==> config.mk <==
export PLATFORM = sky130hd
export DESIGN_NAME = exec_unit
export DESIGN_NICKNAME = d
export VERILOG_FILES = /design/src/alu_pkg.sv /design/src/alu_simple.sv /design/src/iter_mul.sv /design/src/iter_div.sv /design/src/exec_ctrl.sv /design/src/exec_unit.sv
export SDC_FILE = /design/constraint.sdc
export NUM_CORES = 2
export LEC_CHECK = 0
export ABC_AREA = 1
export BUFFER_PORTS_ARGS = -buffer_cell sky130_fd_sc_hd__buf_2
export CORE_ASPECT_RATIO = 1.4
export CORE_UTILIZATION = 45
export DETAILED_ROUTE_END_ITERATION = 8
export SLEW_MARGIN = 20
export SYNTH_ARGS = -nofsm -noshare
export SYNTH_HDL_FRONTEND = slang
export SYNTH_SLANG_ARGS = --single-unit
==> constraint.sdc <==
create_clock -name clk -period 13.1 [get_ports clk]
set_input_delay 3.275 -clock clk [delete_from_list [all_inputs] [get_ports clk]]
set_output_delay 3.275 -clock clk [all_outputs]
set_load 0.02 [all_outputs]
==> src/alu_pkg.sv <==
`default_nettype none

package alu_pkg;

    parameter int XLEN = 64;

    // opcodes seen by the execute unit, grouped by the datapath that serves them
    typedef enum logic [4:0] {
        ALU_ADD    = 5'd0,
        ALU_SUB    = 5'd1,
        ALU_PASS_A = 5'd2,
        ALU_PASS_B = 5'd3,
        ALU_XOR    = 5'd4,
        ALU_OR     = 5'd5,
        ALU_AND    = 5'd6,
        ALU_SLL    = 5'd7,
        ALU_SRL    = 5'd8,
        ALU_SRA    = 5'd9,
        ALU_SLT    = 5'd10,
        ALU_SLTU   = 5'd11,
        ALU_EQ     = 5'd12,
        ALU_GE     = 5'd13,
        ALU_GEU    = 5'd14,
        ALU_MUL    = 5'd15,  // iterative multiplier
        ALU_DIV    = 5'd16,  // iterative divider from here on
        ALU_DIVU   = 5'd17,
        ALU_REM    = 5'd18,
        ALU_REMU   = 5'd19
    } alu_op_e;

    // first operand comes from the pc or from rs1
    typedef enum logic {
        SEL_A_PC  = 1'b0,
        SEL_A_RS1 = 1'b1
    } sel_a_e;

    typedef enum logic [1:0] {
        SEL_B_RS2 = 2'd0,
        SEL_B_CSR = 2'd1,
        SEL_B_IMM = 2'd2
    } sel_b_e;

endpackage

`default_nettype wire

==> src/alu_simple.sv <==
`default_nettype none

module alu_simple
    import alu_pkg::*;
#(
    parameter int XLEN = alu_pkg::XLEN
) (
    input  wire alu_op_e    op,
    input  wire [XLEN-1:0]  a,
    input  wire [XLEN-1:0]  b,
    input  wire             word,
    output logic [XLEN-1:0] simple_res
);

    localparam int SW = $clog2(XLEN);

    logic [SW-1:0]   shamt;
    logic [31:0]     sra_w;
    logic [XLEN-1:0] sra_d;

    assign shamt = b[SW-1:0];

    // word sra shifts the low half on its own and the result is zero-extended
    assign sra_w = $signed(a[31:0]) >>> shamt;
    assign sra_d = $signed(a) >>> shamt;

    always_comb begin
        simple_res = '0;  // iterative opcodes leave zero here
        case (op)
            ALU_ADD:    simple_res = a + b;
            ALU_SUB:    simple_res = a - b;
            ALU_PASS_A: simple_res = a;
            ALU_PASS_B: simple_res = b;
            ALU_XOR:    simple_res = a ^ b;
            ALU_OR:     simple_res = a | b;
            ALU_AND:    simple_res = a & b;
            ALU_SLL:    simple_res = a << shamt;
            ALU_SRL:    simple_res = a >> shamt;
            ALU_SRA: begin
                if (word)
                    simple_res = {{(XLEN-32){1'b0}}, sra_w};
                else
                    simple_res = sra_d;
            end
            ALU_SLT:    simple_res[0] = $signed(a) < $signed(b);
            ALU_SLTU:   simple_res[0] = a < b;
            ALU_EQ:     simple_res[0] = a == b;
            ALU_GE:     simple_res[0] = $signed(a) >= $signed(b);
            ALU_GEU:    simple_res[0] = a >= b;
            default:    simple_res = '0;
        endcase
    end

endmodule

`default_nettype wire

==> src/iter_mul.sv <==
`default_nettype none

module iter_mul #(
    parameter int XLEN = alu_pkg::XLEN
) (
    input  wire             clk,
    input  wire             rst_n,
    input  wire             start,
    input  wire             flush,
    input  wire [XLEN-1:0]  a,
    input  wire [XLEN-1:0]  b,
    output logic            done,
    output logic [XLEN-1:0] product
);

    localparam int CW = $clog2(XLEN) + 1;

    logic            busy;
    logic [CW-1:0]   cnt;
    logic [XLEN-1:0] mcand;
    logic [XLEN-1:0] mplier;
    logic [XLEN-1:0] product_q;

    assign product = product_q;

    always_ff @(posedge clk or negedge rst_n) begin
        if (!rst_n) begin
            busy <= 1'b0;
            cnt  <= '0;
            done <= 1'b0;
        end else if (flush) begin
            busy <= 1'b0;
            cnt  <= '0;
            done <= 1'b0;
        end else begin
            done <= 1'b0;
            if (start && !busy) begin
                busy <= 1'b1;
                cnt  <= CW'(1);  // bit 0 is consumed in the start cycle
            end else if (busy) begin
                cnt <= cnt + 1'b1;
                if (cnt == CW'(XLEN - 1)) begin
                    busy <= 1'b0;
                    done <= 1'b1;
                end
            end
        end
    end

    // only the low word of the product is kept so partial products can be truncated
    always_ff @(posedge clk) begin
        if (start && !busy) begin
            product_q <= b[0] ? a : '0;
            mcand     <= a << 1;
            mplier    <= b >> 1;
        end else if (busy) begin
            product_q <= product_q + (mplier[0] ? mcand : '0);
            mcand     <= mcand << 1;
            mplier    <= mplier >> 1;
        end
    end

endmodule

`default_nettype wire

==> src/iter_div.sv <==
`default_nettype none

module iter_div #(
    parameter int XLEN = alu_pkg::XLEN
) (
    input  wire             clk,
    input  wire             rst_n,
    input  wire             start,
    input  wire             flush,
    input  wire             signed_op,
    input  wire [XLEN-1:0]  dividend,
    input  wire [XLEN-1:0]  divisor,
    output logic            done,
    output logic [XLEN-1:0] quotient,
    output logic [XLEN-1:0] remainder
);

    localparam int CW = $clog2(XLEN) + 1;

    logic            busy;
    logic [CW-1:0]   cnt;
    logic [XLEN-1:0] quo;
    logic [XLEN-1:0] rem;
    logic [XLEN-1:0] dsor;
    logic [XLEN-1:0] dvd_raw;
    logic            neg_q;
    logic            neg_r;
    logic            div_zero;
    logic            ovf;
    logic            dvd_neg;
    logic            dsor_neg;
    logic [XLEN:0]   rem_shift;
    logic [XLEN:0]   diff;

    assign dvd_neg  = signed_op && dividend[XLEN-1];
    assign dsor_neg = signed_op && divisor[XLEN-1];

    assign rem_shift = {rem, quo[XLEN-1]};
    assign diff      = rem_shift - {1'b0, dsor};

    always_ff @(posedge clk or negedge rst_n) begin
        if (!rst_n) begin
            busy <= 1'b0;
            cnt  <= '0;
            done <= 1'b0;
        end else if (flush) begin
            busy <= 1'b0;
            cnt  <= '0;
            done <= 1'b0;
        end else begin
            done <= 1'b0;
            if (start && !busy) begin
                busy <= 1'b1;
                cnt  <= '0;
            end else if (busy) begin
                cnt <= cnt + 1'b1;
                if (cnt == CW'(XLEN - 1)) begin
                    busy <= 1'b0;
                    done <= 1'b1;
                end
            end
        end
    end

    always_ff @(posedge clk) begin
        if (start && !busy) begin
            // the start cycle does the sign handling and the special case checks
            quo      <= dvd_neg ? -dividend : dividend;
            dsor     <= dsor_neg ? -divisor : divisor;
            rem      <= '0;
            dvd_raw  <= dividend;
            neg_q    <= dvd_neg ^ dsor_neg;
            neg_r    <= dvd_neg;
            div_zero <= divisor == '0;
            ovf      <= signed_op && dividend == {1'b1, {(XLEN-1){1'b0}}} && &divisor;
        end else if (busy) begin
            if (!diff[XLEN]) begin
                rem <= diff[XLEN-1:0];
                quo <= {quo[XLEN-2:0], 1'b1};
            end else begin
                rem <= rem_shift[XLEN-1:0];  // restore
                quo <= {quo[XLEN-2:0], 1'b0};
            end
        end
    end

    always_comb begin
        quotient  = neg_q ? -quo : quo;
        remainder = neg_r ? -rem : rem;
        if (div_zero) begin
            quotient  = '1;
            remainder = dvd_raw;
        end else if (ovf) begin
            quotient  = dvd_raw;
            remainder = '0;
        end
    end

endmodule

`default_nettype wire

==> src/exec_ctrl.sv <==
`default_nettype none

module exec_ctrl
    import alu_pkg::*;
#(
    parameter int XLEN        = alu_pkg::XLEN,
    parameter int OUT_CREDITS = 2
) (
    input  wire              clk,
    input  wire              rst_n,
    input  wire              flush,
    input  wire              in_valid,
    input  wire alu_op_e     op,
    input  wire sel_a_e      sel_a,
    input  wire sel_b_e      sel_b,
    input  wire              word,
    input  wire [XLEN-1:0]   pc,
    input  wire [XLEN-1:0]   rs1,
    input  wire [XLEN-1:0]   rs2,
    input  wire [XLEN-1:0]   csr,
    input  wire [XLEN-1:0]   imm,
    input  wire              out_credit,
    input  wire [XLEN-1:0]   simple_res,
    input  wire              mul_done,
    input  wire [XLEN-1:0]   mul_res,
    input  wire              div_done,
    input  wire [XLEN-1:0]   div_q,
    input  wire [XLEN-1:0]   div_r,
    output logic             in_credit,
    output logic             out_valid,
    output logic [XLEN-1:0]  res,
    output logic [XLEN-1:0]  a,
    output logic [XLEN-1:0]  b,
    output logic             word_q,
    output logic             mul_start,
    output logic             div_start,
    output logic             div_signed
);

    localparam int CW = $clog2(OUT_CREDITS + 1);

    typedef enum logic [2:0] {
        S_IDLE,
        S_EXEC,
        S_MUL_WAIT,
        S_DIV_WAIT,
        S_SEND
    } state_e;

    state_e          state;
    alu_op_e         op_q;
    logic [CW-1:0]   credits;
    logic            boot;
    logic [XLEN-1:0] a_sel;
    logic [XLEN-1:0] b_sel;
    logic            is_div;
    logic            use_rem;

    always_comb begin
        a_sel = (sel_a == SEL_A_PC) ? pc : rs1;
        if (word)
            a_sel = {{(XLEN-32){1'b0}}, a_sel[31:0]};  // word ops see only the low half of a
        case (sel_b)
            SEL_B_RS2: b_sel = rs2;
            SEL_B_CSR: b_sel = csr;
            default:   b_sel = imm;
        endcase
    end

    assign is_div     = op_q inside {ALU_DIV, ALU_DIVU, ALU_REM, ALU_REMU};
    assign use_rem    = op_q inside {ALU_REM, ALU_REMU};
    assign div_signed = op_q inside {ALU_DIV, ALU_REM};

    // the iterative units sample their operands in the exec cycle
    assign mul_start = (state == S_EXEC) && (op_q == ALU_MUL);
    assign div_start = (state == S_EXEC) && is_div;

    assign out_valid = (state == S_SEND) && (credits != '0) && !flush;

    always_ff @(posedge clk or negedge rst_n) begin
        if (!rst_n) begin
            state <= S_IDLE;
        end else if (flush && state != S_IDLE) begin
            state <= S_IDLE;
        end else begin
            case (state)
                S_IDLE:     if (in_valid) state <= S_EXEC;
                S_EXEC: begin
                    if (op_q == ALU_MUL)
                        state <= S_MUL_WAIT;
                    else if (is_div)
                        state <= S_DIV_WAIT;
                    else
                        state <= S_SEND;
                end
                S_MUL_WAIT: if (mul_done) state <= S_SEND;
                S_DIV_WAIT: if (div_done) state <= S_SEND;
                S_SEND:     if (out_valid) state <= S_IDLE;
                default:    state <= S_IDLE;
            endcase
        end
    end

    always_ff @(posedge clk) begin
        if (state == S_IDLE && in_valid) begin
            a      <= a_sel;
            b      <= b_sel;
            word_q <= word;
            op_q   <= op;
        end
        case (state)
            S_EXEC:     res <= simple_res;  // overwritten later for iterative ops
            S_MUL_WAIT: if (mul_done) res <= mul_res;
            S_DIV_WAIT: if (div_done) res <= use_rem ? div_r : div_q;
            default:    res <= res;
        endcase
    end

    always_ff @(posedge clk or negedge rst_n) begin
        if (!rst_n) begin
            credits <= CW'(OUT_CREDITS);
        end else begin
            case ({out_valid, out_credit})
                2'b10:   credits <= credits - 1'b1;
                2'b01:   credits <= credits + 1'b1;
                default: credits <= credits;
            endcase
        end
    end

    // one credit goes upstream after reset, then one per retired or flushed operation
    always_ff @(posedge clk or negedge rst_n) begin
        if (!rst_n) begin
            boot      <= 1'b1;
            in_credit <= 1'b0;
        end else begin
            boot      <= 1'b0;
            in_credit <= boot || out_valid || (flush && state != S_IDLE);
        end
    end

endmodule

`default_nettype wire

==> src/exec_unit.sv <==
`default_nettype none

module exec_unit
    import alu_pkg::*;
#(
    parameter int XLEN        = alu_pkg::XLEN,
    parameter int OUT_CREDITS = 2
) (
    input  wire              clk,
    input  wire              rst_n,
    input  wire              flush,
    input  wire              in_valid,
    input  wire alu_op_e     op,
    input  wire sel_a_e      sel_a,
    input  wire sel_b_e      sel_b,
    input  wire              word,
    input  wire [XLEN-1:0]   pc,
    input  wire [XLEN-1:0]   rs1,
    input  wire [XLEN-1:0]   rs2,
    input  wire [XLEN-1:0]   csr,
    input  wire [XLEN-1:0]   imm,
    output logic             in_credit,
    output logic             out_valid,
    output logic [XLEN-1:0]  res,
    input  wire              out_credit
);

    logic [XLEN-1:0] a;
    logic [XLEN-1:0] b;
    logic            word_q;
    logic [XLEN-1:0] simple_res;
    logic            mul_start;
    logic            mul_done;
    logic [XLEN-1:0] mul_res;
    logic            div_start;
    logic            div_signed;
    logic            div_done;
    logic [XLEN-1:0] div_q;
    logic [XLEN-1:0] div_r;

    exec_ctrl #(
        .XLEN        (XLEN),
        .OUT_CREDITS (OUT_CREDITS)
    ) u_ctrl (
        .clk        (clk),
        .rst_n      (rst_n),
        .flush      (flush),
        .in_valid   (in_valid),
        .op         (op),
        .sel_a      (sel_a),
        .sel_b      (sel_b),
        .word       (word),
        .pc         (pc),
        .rs1        (rs1),
        .rs2        (rs2),
        .csr        (csr),
        .imm        (imm),
        .out_credit (out_credit),
        .simple_res (simple_res),
        .mul_done   (mul_done),
        .mul_res    (mul_res),
        .div_done   (div_done),
        .div_q      (div_q),
        .div_r      (div_r),
        .in_credit  (in_credit),
        .out_valid  (out_valid),
        .res        (res),
        .a          (a),
        .b          (b),
        .word_q     (word_q),
        .mul_start  (mul_start),
        .div_start  (div_start),
        .div_signed (div_signed)
    );

    alu_simple #(.XLEN(XLEN)) u_simple (
        .op         (op),
        .a          (a),
        .b          (b),
        .word       (word_q),
        .simple_res (simple_res)
    );

    iter_mul #(.XLEN(XLEN)) u_mul (
        .clk     (clk),
        .rst_n   (rst_n),
        .start   (mul_start),
        .flush   (flush),
        .a       (a),
        .b       (b),
        .done    (mul_done),
        .product (mul_res)
    );

    iter_div #(.XLEN(XLEN)) u_div (
        .clk       (clk),
        .rst_n     (rst_n),
        .start     (div_start),
        .flush     (flush),
        .signed_op (div_signed),
        .dividend  (a),
        .divisor   (b),
        .done      (div_done),
        .quotient  (div_q),
        .remainder (div_r)
    );

endmodule

`default_nettype wire

==> summary.txt, run 1 <==
Run status
  – Run status: stopped before the end
  – Halt point of the flow: 5_1_grt
  – First error: [ERROR GRT-0116] Global routing finished with congestion. Check the congestion regions in the DRC Viewer.

Clocking
  – Longest Clk Path Bufs: 3
  – Htree depth: 3
  – Hold_buf cts: 0
  – Postcts setup bufs: 0
  – Post-CTS sizing: 0
  – Total CTS buffers: 77
  – Clk sinks: 673
  – Clk Tree Root Cell: clkbuf_16

Global routing
  – GRT Residual Overflow: 13
  – Largest net degree at the start of global routing: 160
  – First-pass GRT wire length: 733000 um
  – Tot GR Track Use: 66.3%
  – Number of global-route vias before repair: 89800

Yosys
  – Flops & latches, synth: 673
  – Top flip-flop cell by instance count after synthesis: edfxtp_1
  – Simple-gate area share of the yosys netlist: 36.8%
  – Post-Syn Instances: 11500
  – Async SR Flop Fraction: 3.71%
  – Post-synth cell types: 77
  – Post-synth EDFFs: 584
  – Yosys warning count: 0
  – Mapped cell area: 70900 um^2
  – Largest family of logic cells by synthesized area: simple AND/OR/NAND/NOR gates
  – Post-synthesis sequential area ratio: 27.4%
  – XOR/XNOR Fraction of Synth Area: 2.16%
  – Mux cell area share after synthesis: 0.268%
  – Synthesized area per cell: 6.17 um^2
  – Adder-cell share of the synthesized area: 5.89%
  – Synth Area in Compound Gates: 17.3%
  – Syn Nets: 12100

Floorplanning
  – Die Width: 337 um
  – Starting Density: 45.5%
  – # rows: 171
  – Top Ports: 400
  – Die H: 472 um

Place
  – DPL Wire Length: 398000 um
  – GPL Wtd Cong: 1.30
  – Count of buffers from port buffering: 399
  – Post-DP Area: 75200 um^2
[synthesized netlist by cell type, types with 36 or more instances]
library cell | count | area [um^2]
dfxtp_1 | 64 | 1280
clkbuf_1 | 303 | 1140
nor2_1 | 1163 | 4370
a211oi_1 | 36 | 270
o21ai_0 | 890 | 4450
buf_1 | 65 | 244
o21bai_1 | 45 | 338
ha_1 | 327 | 4090
edfxtp_1 | 584 | 17500
a21oi_1 | 841 | 4210
nor4_1 | 60 | 375
o21ai_1 | 66 | 330
buf_2 | 99 | 495
inv_1 | 1284 | 4820
nand3_1 | 1271 | 6360
nor3_1 | 115 | 576
nand2_1 | 3340 | 12500
o22ai_1 | 80 | 500
xnor2_1 | 38 | 333
xor2_1 | 137 | 1200
nand4_1 | 152 | 951
o211ai_1 | 55 | 413
[kinds of logic after synthesis]
| family | count (synthesis) |
|---|---|
| compound gates | 2234 |
| xor+xnor | 175 |
| fa+ha+maj | 331 |
| buf+inv | 1829 |
| flops | 673 |
| mux | 19 |
| other cells | 1 |
| simple gates | 6220 |
[routing by layer]
metal  GRT overflow  track usage, %
met5              0            18.0
met3              0            45.7
met1              0            68.3
met2              8            83.8
met4              5            66.6
[per-stage QoR]
step / setup WS, ns / cells / hold slack [ns] / util (%)
floorplan: 3.64 / 11500 / 0.434 / -
detailed placement: 5.91 / 13700 / 0.467 / 48.3
global placement: 5.92 / 13700 / 0.453 / 48.3
CTS: 5.91 / 13800 / 0.480 / 50.0
==> inputs of run 2 (changes only) <==
--- a/config.mk
+++ b/config.mk
@@ -7,9 +7,9 @@
 export LEC_CHECK = 0
 export ABC_AREA = 1
 export BUFFER_PORTS_ARGS = -buffer_cell sky130_fd_sc_hd__buf_2
-export CORE_ASPECT_RATIO = 1.4
-export CORE_UTILIZATION = 45
+export CORE_UTILIZATION = 30
 export DETAILED_ROUTE_END_ITERATION = 8
+export PLACE_DENSITY_LB_ADDON = 0.15
 export SLEW_MARGIN = 20
 export SYNTH_ARGS = -nofsm -noshare
 export SYNTH_HDL_FRONTEND = slang
==> summary.txt, run 2 <==
STA
  – Min Tclk post-route: 7.18 ns
  – RSZ-0062 raised after global routing: false
  – Slew Viols, Final: 0
  – Highest clock rate: 139 MHz
  – Final Hold Fails: 0
  – Clock Skew: 0.0587 ns
  – Setup TNS: 0 ns
  – Max_slew headroom: 7.47%
  – Slew @ Worst Pin: 1.37 ns
  – Final period util: 54.8%
  – Number of setup violations in the final report: 0

Global routing
  – Largest net degree at the start of global routing: 147
  – First-pass GRT wire length: 747000 um
  – GRT Residual Overflow: 0
  – Tot GR Track Use: 46.7%
  – Initial antenna violation count: 114
  – Number of global-route vias before repair: 83300

Clocking
  – Clk Tree Root Cell: clkbuf_16
  – Longest Clk Path Bufs: 3 (unchanged)
  – Clk sinks: 673 (unchanged)
  – Post-CTS sizing: 0 (unchanged)
  – Hold_buf cts: 0 (unchanged)
  – Htree depth: 3 (unchanged)
  – Clk_lat worst skew: 0.80 ns
  – Postcts setup bufs: 0 (unchanged)
  – Total CTS buffers: 91 (+18%)
  – Clk slew on worst S/H paths: 0.06 ns
  – CTS tree: built

Floorplanning
  – Area of the core: 235000 um^2
  – Die area: 238000 um^2
  – Starting Density: 30.2% (-15 points)
  – # rows: 178 (+4.1%)
  – Top Ports: 400 (unchanged)
  – Die Width: 488 um (+45%)
  – Die H: 488 um (+3.5%)

Yosys
  – Mux cell area share after synthesis: 0.268% (unchanged)
  – Async SR Flop Fraction: 3.71% (unchanged)
  – Synth Area in Compound Gates: 17.3% (unchanged)
  – Simple-gate area share of the yosys netlist: 36.8% (unchanged)
  – Syn Nets: 12100 (unchanged)
  – Top flip-flop cell by instance count after synthesis: edfxtp_1
  – Synthesized area per cell: 6.17 um^2 (unchanged)
  – Post-Syn Instances: 11500 (unchanged)
  – Synth top area share: 24.7% (unchanged)
  – Adder-cell share of the synthesized area: 5.89% (unchanged)
  – Mapped cell area: 70900 um^2 (unchanged)
  – Post-synthesis sequential area ratio: 27.4% (unchanged)
  – Yosys warning count: 0 (unchanged)
  – Flops & latches, synth: 673 (unchanged)
  – Post-synth cell types: 77 (unchanged)
  – Most common cell in the synthesized netlist: nand2_1
  – Post-synth EDFFs: 584 (unchanged)
  – Synth area leader: edfxtp_1
  – Largest family of logic cells by synthesized area: simple AND/OR/NAND/NOR gates
  – Largest cells by area after synthesis: edfxtp_1 25%, nand2_1 18%, nand3_1 9.0%, inv_1 6.8%, o21ai_0 6.3%
  – XOR/XNOR Fraction of Synth Area: 2.16% (unchanged)
  – Post-synth top cells: 3340 x nand2_1, 1284 x inv_1, 1271 x nand3_1, 1163 x nor2_1, 890 x o21ai_0

Hold path
  – Worst hold path class: reg -> reg
  – Hold depth: 1

Place
  – GPL Wtd Cong: 1.14 (-12%)
  – Count of buffers from port buffering: 399 (unchanged)
  – Post-Place Cells: 14800 (+8.1%)
  – DPL Wire Length: 472000 um (+19%)

Finish
  – Area growth from synthesis to layout: 13.0%
  – Commonest non-fill, non-tap cell in the layout: nand2_1
  – Leading cell types in the layout, fill and taps excluded: 3336 x nand2_1, 1278 x inv_1, 1269 x nand3_1
  – Final nets: 12400
  – Non-Filler Instances: 15000
  – Layout cells sized above 1: 8.12%

Critical path
  – Req. time, crit path: 9.82 ns
  – Critical Path Sink Type: primary output
  – Crit path arrival time: 3.90 ns
  – Worst-path cell chain: buf_2 -> a21oi_1 -> nand2_1 -> inv_1 -> buf_2
  – R2R depth: 17
  – Startpoint Class: input port
  – Crit-path max cell delay: 0.15 ns
  – Cell mode on critical path: buf_2
  – Slowest cell on crit path: buf_2
  – Worst Path Max Fanout: 8
  – Critical path type: in -> out

Run status
  – Run status: completed

Detailed routing
  – WL/cell: 38.4 um
  – Drt drc: 0
  – TritonRoute pass-1 iters: 7
  – DRT Wirelength: 576000 um
  – Initial DRC Count: 14500
  – Number of routed nets with antenna violations: 0
  – Vias per Instance: 6.07
  – Routed via count: 91100

Job
  – MaxCap Viol Count: 0

Power and ir drop
  – Peak supply drop: 0.000115 V
  – Leak: 0.0363 uW
  – Pwr Density: 170 nW/um^2
==> run 2: cell counts after synthesis <==
Identical to the previous run, type by type.
==> run 2: per-layer routing <==
metal / GRT usage, % / vias up / wire (um)
met3: 15.2 / 1564 / 68700
met2: 67.6 / 6639 / 237000
li1: - / 38800 / -
met4: 36.9 / 72 / 53300
met5: 0 / - / 977
met1: 56.6 / 44000 / 216000
==> run 2: where the power goes <==
part / switching (uW) / leakage (uW) / internal [uW]
Combinational: 6380 / 0.0287 / 1520
Clock: 1180 / 0.00146 / 1490
Sequential: 396 / 0.00622 / 2670
Total: 7960 / 0.0363 / 5680
==> run 2: per-stage QoR <==
stage	util [%]	total power [uW]	setup slack, ns	cell area (um^2)	hold WS [ns]
CTS	34.0	13100	5.91	79900	0.474
global placement	32.7	10500	5.89	76800	0.458
global route	34.0	13700	5.84	79900	0.483
floorplan	-	6320	3.64	70900	0.434
detailed placement	32.7	10500	5.91	76800	0.453
finish	34.1	13600	5.92	80000	0.474
==> run 2: cells by family (layout without fill, tap and decap cells) <==
logic type / Yosys count / after routing
AND/OR/NAND/NOR: 6220 / 6220
flip-flops: 673 / 673
buffers and inverters: 1829 / 2163
AO/OA/AOI/OAI: 2234 / 2234
adder cells (fa/ha/maj): 331 / 331
other: 1 / 54
XOR/XNOR: 175 / 175
multiplexers: 19 / 19
==> run 2: final cells by class <==
class | instances | area [um^2]
tap | 3150 | 3940
sequential | 673 | 19400
clock buffer | 116 | 2430
antenna | 53 | 133
inverter | 1326 | 5000
clock inverter | 52 | 626
fill | 26300 | 155000
timing repair buffer | 669 | 4080
multi-input combinational | 8980 | 44400
==> run 2: worst max-delay path, delay by kind of cell <==
family	cells	cell delay (ns)
buffers and inverters	3	0.37
AND/OR/NAND/NOR	1	0.12
AO/OA/AOI/OAI	1	0.13
==> run 2: final timing paths <==
| path | endpoint | from | slack [ns] |
|---|---|---|---|
| max in group asynchronous | u_div.busy | rst_n | 10.24 |
| worst max-delay path | out_valid | flush | 5.92 |
| worst max register to register | u_ctrl.res[58] | u_ctrl.a[4] | 7.29 |
| min in group asynchronous | u_div.busy | rst_n | 2.47 |
| worst min-delay path | u_mul.done | u_mul.cnt[6] | 0.47 |
| worst min register to register | u_mul.done | u_mul.cnt[6] | 0.47 |
Note: power is estimated with default switching activity, not from simulation.
